--- src/hdl/clk_div_pkg.sv ---
`default_nettype none

package clk_div_pkg;

	// Shared widths ------------------------
	localparam int DIV_W  = 8;  // Ratio and measured period.
	localparam int ADDR_W = 4;  // APB address.
	localparam int DATA_W = 32; // APB data.

	// APB register offsets.
	typedef enum logic [ADDR_W-1:0] {
		REG_CTRL   = 4'h0,
		REG_STATUS = 4'h4
	} clk_reg_e;

	// Period meter states.
	typedef enum logic [1:0] {
		MEAS_IDLE, // Waiting for first edge after a load.
		MEAS_RUN,  // Counting to the next edge.
		MEAS_DONE  // Period held and valid.
	} meter_state_e;

endpackage

`default_nettype wire

--- src/hdl/clk_cfg_if.sv ---
`timescale 1ns/10ps
`default_nettype none

interface clk_cfg_if;

	logic [clk_div_pkg::DIV_W-1:0] div_value;
	logic                          div_load;  // One-cycle strobe.
	logic                          test_mode; // Pin OR control bit.
	logic [clk_div_pkg::DIV_W-1:0] period;
	logic                          period_valid;

	// Register block.
	modport regs_mp (
		output div_value, div_load, test_mode,
		input  period, period_valid
	);

	modport div_mp (
		input div_value, div_load, test_mode
	);

	modport meter_mp (
		input  div_load,
		output period, period_valid
	);

endinterface

`default_nettype wire

--- src/hdl/clk_div_regs.sv ---
`timescale 1ns/10ps
`default_nettype none

module clk_div_regs #(
	parameter logic [clk_div_pkg::DIV_W-1:0] DIV_INIT = 8'hFF
) (
	input  wire                              clk,
	input  wire                              rstn,
	input  wire                              psel_i,
	input  wire                              penable_i,
	input  wire                              pwrite_i,
	input  wire [clk_div_pkg::ADDR_W-1:0]    paddr_i,
	input  wire [clk_div_pkg::DATA_W-1:0]    pwdata_i,
	output logic [clk_div_pkg::DATA_W-1:0]   prdata_o,
	output logic                             pslverr_o,
	input  wire                              test_mode_i,
	clk_cfg_if.regs_mp                       cfg
);

	localparam int W = clk_div_pkg::DIV_W;

	clk_div_pkg::clk_reg_e reg_sel;
	logic                  access;
	logic                  acc_ok;
	logic                  ctrl_wr;
	logic [W-1:0]          ratio_q;
	logic                  test_bit_q;
	logic                  load_q;

	// Decode ------------------------------
	assign reg_sel = clk_div_pkg::clk_reg_e'(paddr_i);
	assign access  = psel_i & penable_i; // Access cycle.

	always_comb begin
		case (reg_sel)
			clk_div_pkg::REG_CTRL:   acc_ok = 1'b1;
			clk_div_pkg::REG_STATUS: acc_ok = ~pwrite_i; // Read only.
			default:                 acc_ok = 1'b0;
		endcase
	end

	assign pslverr_o = access & ~acc_ok;
	assign ctrl_wr   = access & pwrite_i & (reg_sel == clk_div_pkg::REG_CTRL);

	// Control register --------------------
	always_ff @(posedge clk or negedge rstn) begin
		if (!rstn) begin
			ratio_q    <= DIV_INIT;
			test_bit_q <= 1'b0;
			load_q     <= 1'b0;
		end else begin
			load_q <= ctrl_wr; // High in the cycle after the write.
			if (ctrl_wr) begin
				ratio_q    <= pwdata_i[W-1:0];
				test_bit_q <= pwdata_i[W];
			end
		end
	end

	assign cfg.div_value = ratio_q;
	assign cfg.div_load  = load_q;
	assign cfg.test_mode = test_mode_i | test_bit_q;

	// Read mux.
	always_comb begin
		prdata_o = '0;
		case (reg_sel)
			clk_div_pkg::REG_CTRL: begin
				prdata_o[W-1:0] = ratio_q;
				prdata_o[W]     = test_bit_q; // Stored bit, not the pin.
			end
			clk_div_pkg::REG_STATUS: begin
				prdata_o[W-1:0] = cfg.period;
				prdata_o[W]     = cfg.period_valid;
			end
			default: prdata_o = '0;
		endcase
	end

endmodule

`default_nettype wire

--- src/hdl/clk_div_top.sv ---
`timescale 1ns/10ps
`default_nettype none

module clk_div_top #(
	parameter bit                            BYPASS_INIT = 1'b1,
	parameter logic [clk_div_pkg::DIV_W-1:0] DIV_INIT    = 8'hFF
) (
	input  wire                            clk,
	input  wire                            rstn,
	input  wire                            psel_i,
	input  wire                            penable_i,
	input  wire                            pwrite_i,
	input  wire [clk_div_pkg::ADDR_W-1:0]  paddr_i,
	input  wire [clk_div_pkg::DATA_W-1:0]  pwdata_i,
	output wire [clk_div_pkg::DATA_W-1:0]  prdata_o,
	output wire                            pslverr_o,
	input  wire                            test_mode_i,
	output wire                            clk_out_o
);

	clk_cfg_if cfg ();

	wire clk_div; // Divider output, also measured.

	clk_div_regs #(
		.DIV_INIT (DIV_INIT)
	) u_regs (
		.clk         (clk),
		.rstn        (rstn),
		.psel_i      (psel_i),
		.penable_i   (penable_i),
		.pwrite_i    (pwrite_i),
		.paddr_i     (paddr_i),
		.pwdata_i    (pwdata_i),
		.prdata_o    (prdata_o),
		.pslverr_o   (pslverr_o),
		.test_mode_i (test_mode_i),
		.cfg         (cfg.regs_mp)
	);

	clock_divider_counter #(
		.BYPASS_INIT (BYPASS_INIT),
		.DIV_INIT    (DIV_INIT)
	) u_div (
		.clk       (clk),
		.rstn      (rstn),
		.cfg       (cfg.div_mp),
		.clk_out_o (clk_div)
	);

	clk_period_meter u_meter (
		.clk   (clk),
		.rstn  (rstn),
		.clk_i (clk_div),
		.cfg   (cfg.meter_mp)
	);

	assign clk_out_o = clk_div;

endmodule

`default_nettype wire

--- src/hdl/clk_period_meter.sv ---
`timescale 1ns/10ps
`default_nettype none

module clk_period_meter (
	input  wire          clk,
	input  wire          rstn,
	input  wire          clk_i,
	clk_cfg_if.meter_mp  cfg
);

	localparam int W = clk_div_pkg::DIV_W;

	clk_div_pkg::meter_state_e state;
	logic                      sync1;
	logic                      sync2;
	logic                      sync3;
	logic                      rise;
	logic [W-1:0]              cnt;
	logic [W-1:0]              period_q;

	// Edge detect --------------------------
	always_ff @(posedge clk or negedge rstn) begin
		if (!rstn) begin
			sync1 <= 1'b0;
			sync2 <= 1'b0;
			sync3 <= 1'b0;
		end else if (cfg.div_load) begin
			sync1 <= 1'b0; // Drop edges of the old ratio.
			sync2 <= 1'b0;
			sync3 <= 1'b0;
		end else begin
			sync1 <= clk_i;
			sync2 <= sync1;
			sync3 <= sync2;
		end
	end

	assign rise = sync2 & ~sync3;

	// Period FSM.
	always_ff @(posedge clk or negedge rstn) begin
		if (!rstn) begin
			state    <= clk_div_pkg::MEAS_IDLE;
			cnt      <= '0;
			period_q <= '0;
		end else if (cfg.div_load) begin
			state    <= clk_div_pkg::MEAS_IDLE;
			cnt      <= '0;
			period_q <= '0;
		end else begin
			case (state)
				clk_div_pkg::MEAS_IDLE: begin
					if (rise) begin
						state <= clk_div_pkg::MEAS_RUN;
						cnt   <= W'(1);
					end
				end
				clk_div_pkg::MEAS_RUN: begin
					if (rise) begin
						period_q <= cnt;
						state    <= clk_div_pkg::MEAS_DONE;
					end else if (cnt != '1) begin
						cnt <= cnt + W'(1); // Saturates.
					end
				end
				clk_div_pkg::MEAS_DONE: state <= clk_div_pkg::MEAS_DONE; // Hold until load.
				default: state <= clk_div_pkg::MEAS_IDLE;
			endcase
		end
	end

	assign cfg.period       = period_q;
	assign cfg.period_valid = (state == clk_div_pkg::MEAS_DONE);

endmodule

`default_nettype wire

--- src/hdl/clock_divider_counter.sv ---
`timescale 1ns/10ps
`default_nettype none

module clock_divider_counter #(
	parameter bit                            BYPASS_INIT = 1'b1,
	parameter logic [clk_div_pkg::DIV_W-1:0] DIV_INIT    = 8'hFF
) (
	input  wire        clk,
	input  wire        rstn,
	clk_cfg_if.div_mp  cfg,
	output wire        clk_out_o
);

	localparam int W = clk_div_pkg::DIV_W;

	// Terminal count and parity that match DIV_INIT.
	localparam logic [W-1:0] CNT_INIT = DIV_INIT[0] ? DIV_INIT - W'(1)
		: (DIV_INIT >> 1) - W'(1);

	logic [W-1:0] counter;
	logic [W-1:0] counter_next;
	logic [W-1:0] cnt_term;
	logic [W-1:0] term_odd;
	logic [W-1:0] term_even;
	logic [W-1:0] half_cnt;
	logic         en1;
	logic         en2;
	logic         is_odd;
	logic         bypass;
	logic         div1;
	logic         div2;
	logic         load_q;
	logic         div_xor;

	assign term_odd  = cfg.div_value - W'(1);         // Full period per toggle pair.
	assign term_even = (cfg.div_value >> 1) - W'(1);  // Half period.
	assign half_cnt  = (cnt_term >> 1) + W'(1);       // Midpoint for the odd stage.

	always_comb begin
		en1 = (counter == '0);

		if (counter == cnt_term)
			counter_next = '0;
		else
			counter_next = counter + W'(1);

		if (cfg.div_load)
			en2 = 1'b0;
		else
			en2 = (counter == half_cnt);
	end

	// Rising edge stage -------------------
	always_ff @(posedge clk or negedge rstn) begin
		if (!rstn) begin
			counter  <= '0;
			div1     <= 1'b0;
			bypass   <= BYPASS_INIT;
			cnt_term <= CNT_INIT;
			is_odd   <= DIV_INIT[0];
			load_q   <= 1'b0;
		end else begin
			load_q <= cfg.div_load;
			if (cfg.div_load) begin
				counter <= '0;
				div1    <= 1'b0; // Restart from low.
				if (cfg.div_value < W'(2)) begin
					bypass   <= 1'b1;
					cnt_term <= '0;
					is_odd   <= 1'b0;
				end else begin
					bypass <= 1'b0;
					is_odd <= cfg.div_value[0];
					if (cfg.div_value[0])
						cnt_term <= term_odd;
					else
						cnt_term <= term_even;
				end
			end else if (!bypass) begin
				counter <= counter_next;
				if (en1)
					div1 <= ~div1;
			end
		end
	end

	// Falling edge stage for odd ratios.
	always_ff @(negedge clk or negedge rstn) begin
		if (!rstn)
			div2 <= 1'b0;
		else if (load_q)
			div2 <= 1'b0;
		else if (en2 && is_odd && !bypass)
			div2 <= ~div2;
	end

	assign div_xor   = div1 ^ div2;
	assign clk_out_o = (bypass | cfg.test_mode) ? clk : div_xor;

endmodule

`default_nettype wire

--- config.mk ---
export PLATFORM = sky130hd
export DESIGN_NAME = clk_div_top
export DESIGN_NICKNAME = d
export VERILOG_FILES = /design/src/hdl/clk_div_pkg.sv /design/src/hdl/clk_cfg_if.sv /design/src/hdl/clk_div_regs.sv /design/src/hdl/clk_div_top.sv /design/src/hdl/clk_period_meter.sv /design/src/hdl/clock_divider_counter.sv
export SDC_FILE = /design/constraint.sdc
export NUM_CORES = 1
export LEC_CHECK = 0
export ABC_CLOCK_PERIOD_IN_PS = 5010
export BUFFER_PORTS_ARGS = -buffer_cell sky130_fd_sc_hd__buf_2
export CAP_MARGIN = 10
export CORE_MARGIN = 5
export CORE_UTILIZATION = 45
export DETAILED_ROUTE_END_ITERATION = 16
export GPL_TIMING_DRIVEN = 0
export PLACE_DENSITY = 0.79
export SLEW_MARGIN = 0
export SYNTH_ARGS = -nofsm -noshare
export SYNTH_HDL_FRONTEND = slang
export SYNTH_SLANG_ARGS = --single-unit
export TNS_END_PERCENT = 5
--- constraint.sdc ---
create_clock -name clk -period 5.01 [get_ports clk]
set_input_delay 0.7515 -clock clk [delete_from_list [all_inputs] [get_ports clk]]
set_output_delay 0.7515 -clock clk [all_outputs]
set_load 0.01 [all_outputs]
==> out/metrics.cfg, run 1 <==
[run_status]
status = completed

[clock_network]
clkLatencyLatePin_ns = 0.42
cts_hold_buf = 0
postCtsSetupBuffers = 0
path_clk_slew_ns = 0.10
cts_tree = yes
cts-resized-gates = 0

[floorplan]
fp.dieW_um = 95.0
num_rows = 31
core_um2 = 7140
die_y_um = 95.0
io_pins = 76
start_util_pct = 45.6
dieArea_um2 = 9030

[timing]
tightestPinTransition_ns = 0.665
rsz0062_at_grt = false
hold_viol = 0
setup_viol = 0
clock_skew_ns = 0.0140
slew_headroom_pct = 55.7
finalWorstSetupSlack_ns = 0.240
hold-worst-slack_ns = 0.293
maxSlewViolCount = 0
setup_tns_ns = 0

[yosys]
synth-seq-area-share_pct = 40.7
synth_top_family_by_area = simple AND/OR/NAND/NOR gates
synth_cell_types = 58
synth_edf_count = 0
synthCells = 357
syn_avg_cell_area_um2 = 9.11
syn-cell-area_um2 = 3250
synth_xor_area_share_pct = 6.46
synth-main-ff-cell = dfrtp_1
synth_mux_area_share_pct = 6.16
synth_compound_area_share_pct = 15.6
synthAdderAreaFrac_pct = 3.08
yosys_warnings = 0
ys_seq_elements = 52
synth-simple-area-share_pct = 17.6
async_flop_share_pct = 100

[global_route]
grt_pass1_vias = 2675
grt_pass1_wl_mm = 12.1
grt.overflow.total = 0
grt_max_degree = 53
grtUsageTotal_pct = 17.4
antenna_found_initial = 0

[finish]
utilization_pct = 54.1
final_cell_mix = buf_2, dfrtp_1, nor2_1, nand2_1, buf_4
layout-drive-gt1-share_pct = 25.8
final_nets = 475
layout_commonest_cell = buf_2
diodes = 0
num-fill-cells = 649
syn_to_final_growth_pct = 18.8

[worst_setup_path]
crit_fanout = 3
cpMaxStageDelayCell = dfrtn_1
path_common_cell = clkbuf_8
reg2reg_from = u_div.cnt_term[1]
ff2ff_setup_slack_ns = 0.26
crit_family = flip-flops
worstSetupPathType = reg -> out
cp.arrival_ns = 4.02
crit_chain = xnor2_1, a21oi_1, clkbuf_8, clkbuf_8, buf_2
crit_path_start_kind = flip-flop
cp-end-kind = output pin
crit_buf_inv = 3
critPathLaunch = u_div.div2
cpPeakStageDelay_ns = 0.45
crit_required_ns = 4.26

[power]
ir_drop_uv = 214
p_total_mw = 1.60
leakagePower_nw = 1.80
pwr_density_cell_nw_per_um2 = 413

[hold_path]
hp-class = in -> async

[place]
place_hpwl_mm = 5.28
place_ws_ns = 0.286
numPortBuffers = 29
gp_congestion = 0.910

[detailed_routing]
via_per_inst = 5.21
first_pass_iters = 4
ant_nets = 0
routed_wl_mm = 7.43
remaining_drc_errors = 0
wl_per_cell_um = 14.1
drt_iter0_drc = 168
vias = 2742

[flow_run]
maxCapViolCount = 0

==> power breakdown <==
part / internal (mW) / total [mW] / switching [mW]
sequential: 0.518 / 0.582 / 0.0640
combinational: 0.217 / 0.514 / 0.297
clock: 0.303 / 0.500 / 0.197
total: 1.04 / 1.60 / 0.558
==> metal layers <==
| layer | global-route usage (%) | up-vias | share of wire (%) |
|---|---|---|---|
| li1 | - | 1336 | - |
| met1 | 20.6 | 1308 | 42 |
| met2 | 28.3 | 76 | 52 |
| met3 | 4.42 | 22 | 4.1 |
| met4 | 10.3 | 0 | 2.4 |
| met5 | 0 | - | 0 |
==> kinds of logic after synthesis <==
group / count (synthesis)
other cells: 1
simple gates: 117
mux: 19
compound gates: 73
fa+ha+maj: 8
flops: 52
xor+xnor: 24
buf+inv: 63
==> Yosys cell counts, drive strengths merged, types with 3 or more instances <==
cell,instances,area [µm²]
a211oi,4,30.0
a21oi,21,105
a31oi,3,18.8
and2,3,18.8
and3,3,18.8
buf,33,221
clkbuf,14,52.6
dfrtp,34,851
dfstp,17,447
ha,8,100
inv,15,56.3
mux2,8,90.1
mux2i,11,110
nand2,31,116
nand3,16,80.1
nand4,4,25.0
nor2,32,120
nor2b,5,31.3
nor4,5,37.5
o2111ai,3,26.3
o21ai,14,70.1
o2bb2ai,5,43.8
o31ai,5,37.5
or3,3,18.8
or4,3,22.5
xnor2,8,70.1
xor2,16,140
==> flip-flops by register name, indices dropped and copies added (netlist names), 2 cells and up <==
name / cells
u_div.cnt_term: 8
u_div.counter: 8
u_meter.cfg.period: 8
u_meter.cnt: 8
u_regs.cfg.div_value: 8
u_meter.state: 2
==> metrics by stage <==
step	std cells	cell area, µm²
CTS	525	3840
detailed placement	507	3600
floorplan	379	3330
finish	526	3860
global route	526	3860
global placement	507	3600
==> worst paths after layout <==
path | to | cells past startpoint
max | clk_out_o | 5
min | u_meter.cnt[1] | 1
max reg2reg | u_div.div2 | 6
min reg2reg | u_div.load_q | 0
max in group asynchronous | u_div.div2 | 1
min in group clk | u_div.load_q | 0
==> cell type report <==
type / count / area, µm² / area share [%]
inverters: 16 / 60.1 / 1.55
well taps: 99 / 124 / 3.21
clock inverters: 3 / 42.5 / 1.10
flip-flops and latches: 52 / 1320 / 34.2
clock buffers: 16 / 201 / 5.22
multi-input cells: 264 / 1680 / 43.4
repair buffers: 29 / 160 / 4.15
plain buffers: 47 / 274 / 7.09
Note: power is estimated with default switching activity, not from simulation.
==> run 2, diff against run 1 <==
--- a/config.mk
+++ b/config.mk
@@ -9,10 +9,10 @@
 export BUFFER_PORTS_ARGS = -buffer_cell sky130_fd_sc_hd__buf_2
 export CAP_MARGIN = 10
 export CORE_MARGIN = 5
-export CORE_UTILIZATION = 45
+export CORE_UTILIZATION = 53
 export DETAILED_ROUTE_END_ITERATION = 16
-export GPL_TIMING_DRIVEN = 0
-export PLACE_DENSITY = 0.79
+export GPL_TIMING_DRIVEN = 1
+export PLACE_DENSITY = 0.89
 export SLEW_MARGIN = 0
 export SYNTH_ARGS = -nofsm -noshare
 export SYNTH_HDL_FRONTEND = slang
==> run 2 against run 1 <==
Effect of this change: worst hold slack gained 0.15 ns; global-route usage grew 3.3 points; core utilization grew 5.3 points; worst setup slack lost 0.015 ns; largest power group unchanged; clock skew shrank 0.0011 ns; die area shrank 14%; sequential share of layout area grew 3.1 points; register-to-register slack lost 0.03 ns; sequential power grew 9.6%; critical endpoint is now u_div.div2; first-iteration DRC count shrank 30%; largest cell class unchanged; clock power shrank 10%; combinational power shrank 19%.
==> out/metrics.cfg, run 2 (same netlist as run 1, synthesis figures left out) <==
[finish]
layout-drive-gt1-share_pct = 21.5  ; -4.3 points
diodes = 0  ; unchanged
fin_area_um2 = 3540  ; -8.4%
syn_to_final_growth_pct = 8.77
final_nets = 430  ; -9.5%
layout_commonest_cell = dfrtp_1
final_cell_mix = dfrtp_1, nor2_1, nand2_1, buf_2, conb_1

[timing]
setup_viol = 0  ; unchanged
rsz0062_at_grt = false
hold_viol = 0  ; unchanged
clock_skew_ns = 0.0130  ; -0.00107 ns
tightestPinTransition_ns = 0.673  ; +0.00843 ns
hold-worst-slack_ns = 0.446  ; +0.154 ns
setup_tns_ns = 0  ; unchanged
slew_headroom_pct = 55.0  ; -0.65 points
maxSlewViolCount = 0  ; unchanged

[detailed_routing]
drt_iter0_drc = 118  ; -30%
first_pass_iters = 4  ; unchanged
wl_per_cell_um = 15.7  ; +11%
remaining_drc_errors = 0  ; unchanged
ant_nets = 0  ; unchanged
vias = 2623  ; -4.3%
via_per_inst = 5.74  ; +10%
routed_wl_mm = 7.15  ; -3.7%

[place]
numPortBuffers = 29  ; unchanged
place_hpwl_mm = 4.97  ; -5.8%
gp_congestion = 0.881  ; -3.2%
place_area_um2 = 3310  ; -8.0%

[clock_network]
clkLatencyLatePin_ns = 0.43  ; about the same
cts_tree = yes
postCtsSetupBuffers = 0  ; unchanged
path_clk_slew_ns = 0.10  ; about the same
cts_hold_buf = 0  ; unchanged
cts-resized-gates = 0  ; unchanged

[worst_setup_path]
crit_fanout = 7  ; +4
cp-end-kind = flip-flop
cp.arrival_ns = 2.56  ; -1.46 ns
crit_required_ns = 2.78  ; -1.48 ns
r2r_cells = 6  ; unchanged
crit_path_start_kind = flip-flop
critPathLaunch = u_div.cnt_term[1]
endpoint = u_div.div2
ff2ff_setup_slack_ns = 0.23  ; -0.03 ns
reg2reg_from = u_div.cnt_term[1]
reg2reg_to = u_div.div2
worstSetupPathType = reg -> reg

[floorplan]
dieArea_um2 = 7800  ; -14%
core_um2 = 5960  ; -17%
io_pins = 76  ; unchanged
start_util_pct = 54.6  ; +9.0 points
fp.dieW_um = 88.3  ; -7.0%
num_rows = 28  ; -9.7%
die_y_um = 88.3  ; -7.0%

[global_route]
grtUsageTotal_pct = 20.7  ; +3.3 points
grt.overflow.total = 0  ; unchanged
grt_pass1_wl_mm = 12.0  ; -0.80%
antenna_found_initial = 0  ; unchanged
grt_pass1_vias = 2597  ; -2.9%
grt_max_degree = 52  ; -1.9%

[power]
power_frac_clock_pct = 29.9  ; -1.4 points
ir_drop_uv = 252  ; +18%
pwr_density_cell_nw_per_um2 = 425  ; +2.8%
switching_share_pct = 36.3  ; +1.3 points
leakagePower_nw = 1.62  ; -10%
p_seq_share_pct = 42.4  ; +5.9 points
p_comb_share_pct = 27.7  ; -4.5 points
power.internal_mw = 0.958  ; -7.7%
p_sw_mw = 0.545  ; -2.3%

[hold_path]
hp-class = in -> async

[run_status]
status = completed

[flow_run]
maxCapViolCount = 0  ; unchanged

==> run 2: cell type report <==
class | instances | area, µm²
clock buffers | 16 | 201
clock inverters | 3 | 18.8
fillers | 491 | 2420
inverters | 16 | 60.1
multi-input cells | 264 | 1680
flip-flops and latches | 52 | 1320
well taps | 75 | 93.8
repair buffers | 31 | 163
==> run 2: critical path: stages, from the launching register on <==
cell and delay [ns]:
dfstp_2 0.62, ha_1 0.33, or3b_2 0.48, a31oi_1 0.14
nor4_1 0.07, o211ai_1 0.14, mux2_2 0.37
==> run 2: routing by layer <==
layer / track usage (%) / share of wire (%) / vias up
met3: 6.05 / 5.8 / 25
met1: 22.8 / 39 / 1258
met4: 15.4 / 3.4 / 0
li1: - / - / 1246
met2: 33.7 / 52 / 94
met5: 0 / 0 / -
==> run 2: through the flow <==
| stage | util (%) | power, mW | std cells | setup slack [ns] |
|---|---|---|---|---|
| global placement | 55.7 | 1.05 | 438 | 0.326 |
| finish | 59.4 | 1.50 | 457 | 0.225 |
| floorplan | - | 0.994 | 379 | 0.464 |
| detailed placement | 55.7 | 1.08 | 438 | 0.246 |
| CTS | 59.3 | 1.51 | 456 | 0.187 |
| global route | 59.4 | 1.62 | 457 | 0.106 |
==> run 2: power groups by stage <==
stage	Clock [mW]	Sequential [mW]	Combinational, mW
global route	0.485	0.650	0.481
global placement	0.0202	0.634	0.393
floorplan	0.0149	0.569	0.410
CTS	0.460	0.636	0.419
finish	0.449	0.638	0.416
detailed placement	0.0202	0.642	0.415
==> run 2: how the worst min path moves through the flow <==
stage	startpoint	cells past startpoint	to	slack, ns
finish	rstn	2	u_div.counter[1]	0.45
global placement	clk	3	u_meter.sync1	0.30
floorplan	u_regs.cfg.div_load	0	u_div.load_q	0.35
global route	rstn	2	u_div.counter[1]	0.51
CTS	rstn	2	u_div.counter[0]	0.47
detailed placement	clk	3	u_meter.sync1	0.30
==> run 3, diff against run 2 <==
--- a/config.mk
+++ b/config.mk
@@ -6,13 +6,15 @@
 export NUM_CORES = 1
 export LEC_CHECK = 0
 export ABC_CLOCK_PERIOD_IN_PS = 5010
-export BUFFER_PORTS_ARGS = -buffer_cell sky130_fd_sc_hd__buf_2
+export BUFFER_PORTS_ARGS = -buffer_cell sky130_fd_sc_hd__clkbuf_2
 export CAP_MARGIN = 10
+export CELL_PAD_IN_SITES_DETAIL_PLACEMENT = 1
+export CELL_PAD_IN_SITES_GLOBAL_PLACEMENT = 1
 export CORE_MARGIN = 5
-export CORE_UTILIZATION = 53
+export CORE_UTILIZATION = 44
 export DETAILED_ROUTE_END_ITERATION = 16
 export GPL_TIMING_DRIVEN = 1
-export PLACE_DENSITY = 0.89
+export PLACE_DENSITY = 0.95
 export SLEW_MARGIN = 0
 export SYNTH_ARGS = -nofsm -noshare
 export SYNTH_HDL_FRONTEND = slang
==> run 3 against run 2 <==
Effect of this change: global-route usage shrank 0.72 points; core utilization fell by 11 points; non-clock buffer count up 1; combinational power increased by 6.0%; sequential power up 0.6%; highest routed layer unchanged.
==> out/metrics.cfg, run 3 (same netlist as run 1, synthesis figures left out) <==
[worst_setup_path]
crit_path_start_kind = flip-flop
ff2ff_setup_slack_ns = 0.37  ; +0.14 ns
crit_buf_inv = 0  ; unchanged
worstSetupPathType = reg -> reg
cpMaxStageDelayCell = dfstp_2
cp.arrival_ns = 2.42  ; -0.14 ns
reg2reg_to = u_div.div2
reg2reg_from = u_div.cnt_term[1]
crit_fanout = 7  ; unchanged
cpPeakStageDelay_ns = 0.62  ; about the same
cp-end-kind = flip-flop
crit_required_ns = 2.79  ; about the same
crit_family = flip-flops
r2r_cells = 6  ; unchanged
crit_chain = ha_1, xnor2_1, o2111ai_1, nor4_1, o211ai_1, mux2_2

[timing]
hold-worst-slack_ns = 0.163  ; -0.283 ns
setup_viol = 0  ; unchanged
finalWorstSetupSlack_ns = 0.369  ; +0.144 ns
setup_tns_ns = 0  ; unchanged
slew_headroom_pct = 53.0  ; -2.0 points
clock_skew_ns = 0.0102  ; -0.00281 ns
maxSlewViolCount = 0  ; unchanged
tightestPinTransition_ns = 0.703  ; +0.0304 ns
rsz0062_at_grt = false
hold_viol = 0  ; unchanged

[global_route]
grt.overflow.total = 0  ; unchanged
grtUsageTotal_pct = 19.9  ; -0.72 points
grt_pass1_vias = 2827  ; +8.9%
grt_max_degree = 52  ; unchanged
antenna_found_initial = 0  ; unchanged
grt_pass1_wl_mm = 14.0  ; +17%

[hold_path]
hp-class = clk -> reg
hold_path_end = u_meter.sync1
hold_depth = 5
hp-start = clk

[clock_network]
cts_hold_buf = 0  ; unchanged
path_clk_slew_ns = 0.10  ; about the same
clkLatencyLatePin_ns = 0.43  ; about the same
cts-resized-gates = 0  ; unchanged
postCtsSetupBuffers = 0  ; unchanged
cts_tree = yes

[place]
place_hpwl_mm = 5.97  ; +20%
place_area_um2 = 3360  ; +1.4%
gp_congestion = 0.846  ; -3.9%
dp_cells = 464  ; +5.9%
place_ws_ns = 0.378  ; +0.132 ns
numPortBuffers = 29  ; unchanged

[power]
power_frac_clock_pct = 26.2  ; -3.7 points
pwr_density_cell_nw_per_um2 = 418  ; -1.7%
leakagePower_nw = 1.58  ; -2.3%
p_sw_mw = 0.553  ; +1.5%
p_comb_share_pct = 30.1  ; +2.4 points
p_seq_share_pct = 43.8  ; +1.4 points
ir_drop_uv = 205  ; -19%
p_total_mw = 1.47  ; -2.3%
switching_share_pct = 37.7  ; +1.4 points
power.internal_mw = 0.915  ; -4.5%

[flow_run]
maxCapViolCount = 0  ; unchanged

[finish]
syn_to_final_growth_pct = 8.00
final_cell_mix = dfrtp_1, nor2_1, nand2_1, clkbuf_2, conb_1
final_nets = 425  ; -1.2%
utilization_pct = 48.7  ; -11 points
diodes = 0  ; unchanged
fin_cells = 475  ; +3.9%
fin_area_um2 = 3510  ; -0.71%
layout_commonest_cell = dfrtp_1
layout-drive-gt1-share_pct = 20.5  ; -0.99 points

[run_status]
status = completed

[floorplan]
core_um2 = 7210  ; +21%
io_pins = 76  ; unchanged
fp.dieW_um = 96.0  ; +8.6%
start_util_pct = 45.1  ; -9.5 points
dieArea_um2 = 9210  ; +18%
num_rows = 31  ; +11%
die_y_um = 96.0  ; +8.6%

[detailed_routing]
first_pass_iters = 4  ; unchanged
remaining_drc_errors = 0  ; unchanged
drt_iter0_drc = 112  ; -5.1%
wl_per_cell_um = 17.7  ; +13%
vias = 2589  ; -1.3%
via_per_inst = 5.45  ; -5.0%
routed_wl_mm = 8.40  ; +17%
ant_nets = 0  ; unchanged

run 3: cell count changes in the layout (fill, tap and decap cells not counted), sizes merged:
cell | previous run | this run
buf | 32 | 4
clkbuf | 15 | 37
clkinv | 4 | 2
bufinv | 0 | 1
clkinvlp | 0 | 1
run 3: final cells by class:
class / count / area [µm²]
inverters: 16 / 60.1
clock inverters: 3 / 42.5
fillers: 865 / 3700
clock buffers: 9 / 115
repair buffers: 32 / 170
multi-input cells: 264 / 1680
flip-flops and latches: 52 / 1320
well taps: 99 / 124
run 3: power by group through the flow:
stage          clock network [mW]  logic [mW]  registers (mW)
5_1_grt                     0.412       0.496           0.658
6_report                    0.384       0.441           0.642
2_1_floorplan              0.0149       0.410           0.569
3_5_place_dp               0.0205       0.431           0.645
4_1_cts                     0.397       0.446           0.640
3_3_place_gp               0.0205       0.398           0.636
run 3: worst max path at each step:
stage                      startpoint    endpoint  slack, ns  depth (start not counted)
global placement    u_div.cnt_term[1]  u_div.div2       0.43                          6
CTS                        u_div.div2   clk_out_o       0.34                          3
global route        u_div.cnt_term[1]  u_div.div2       0.26                          6
floorplan           u_div.cnt_term[1]  u_div.div2       0.46                          6
detailed placement  u_div.cnt_term[1]  u_div.div2       0.38                          6
finish              u_div.cnt_term[1]  u_div.div2       0.37                          6
run 3: per-layer routing:
metal	GRT usage [%]	part of all wire, %	vias up
met3	4.14	2.6	16
met2	35.1	54	42
met4	9.48	2.1	0
met5	0	0	-
li1	-	-	1225
met1	23.0	41	1306
run 3: worst register-to-register path, cell delays in order, from the launching register on:
cell and delay (ns):
dfstp_2 0.62, ha_1 0.27, xnor2_1 0.15, o2111ai_1 0.13, nor4_1 0.32, o211ai_1 0.20, mux2_2 0.30
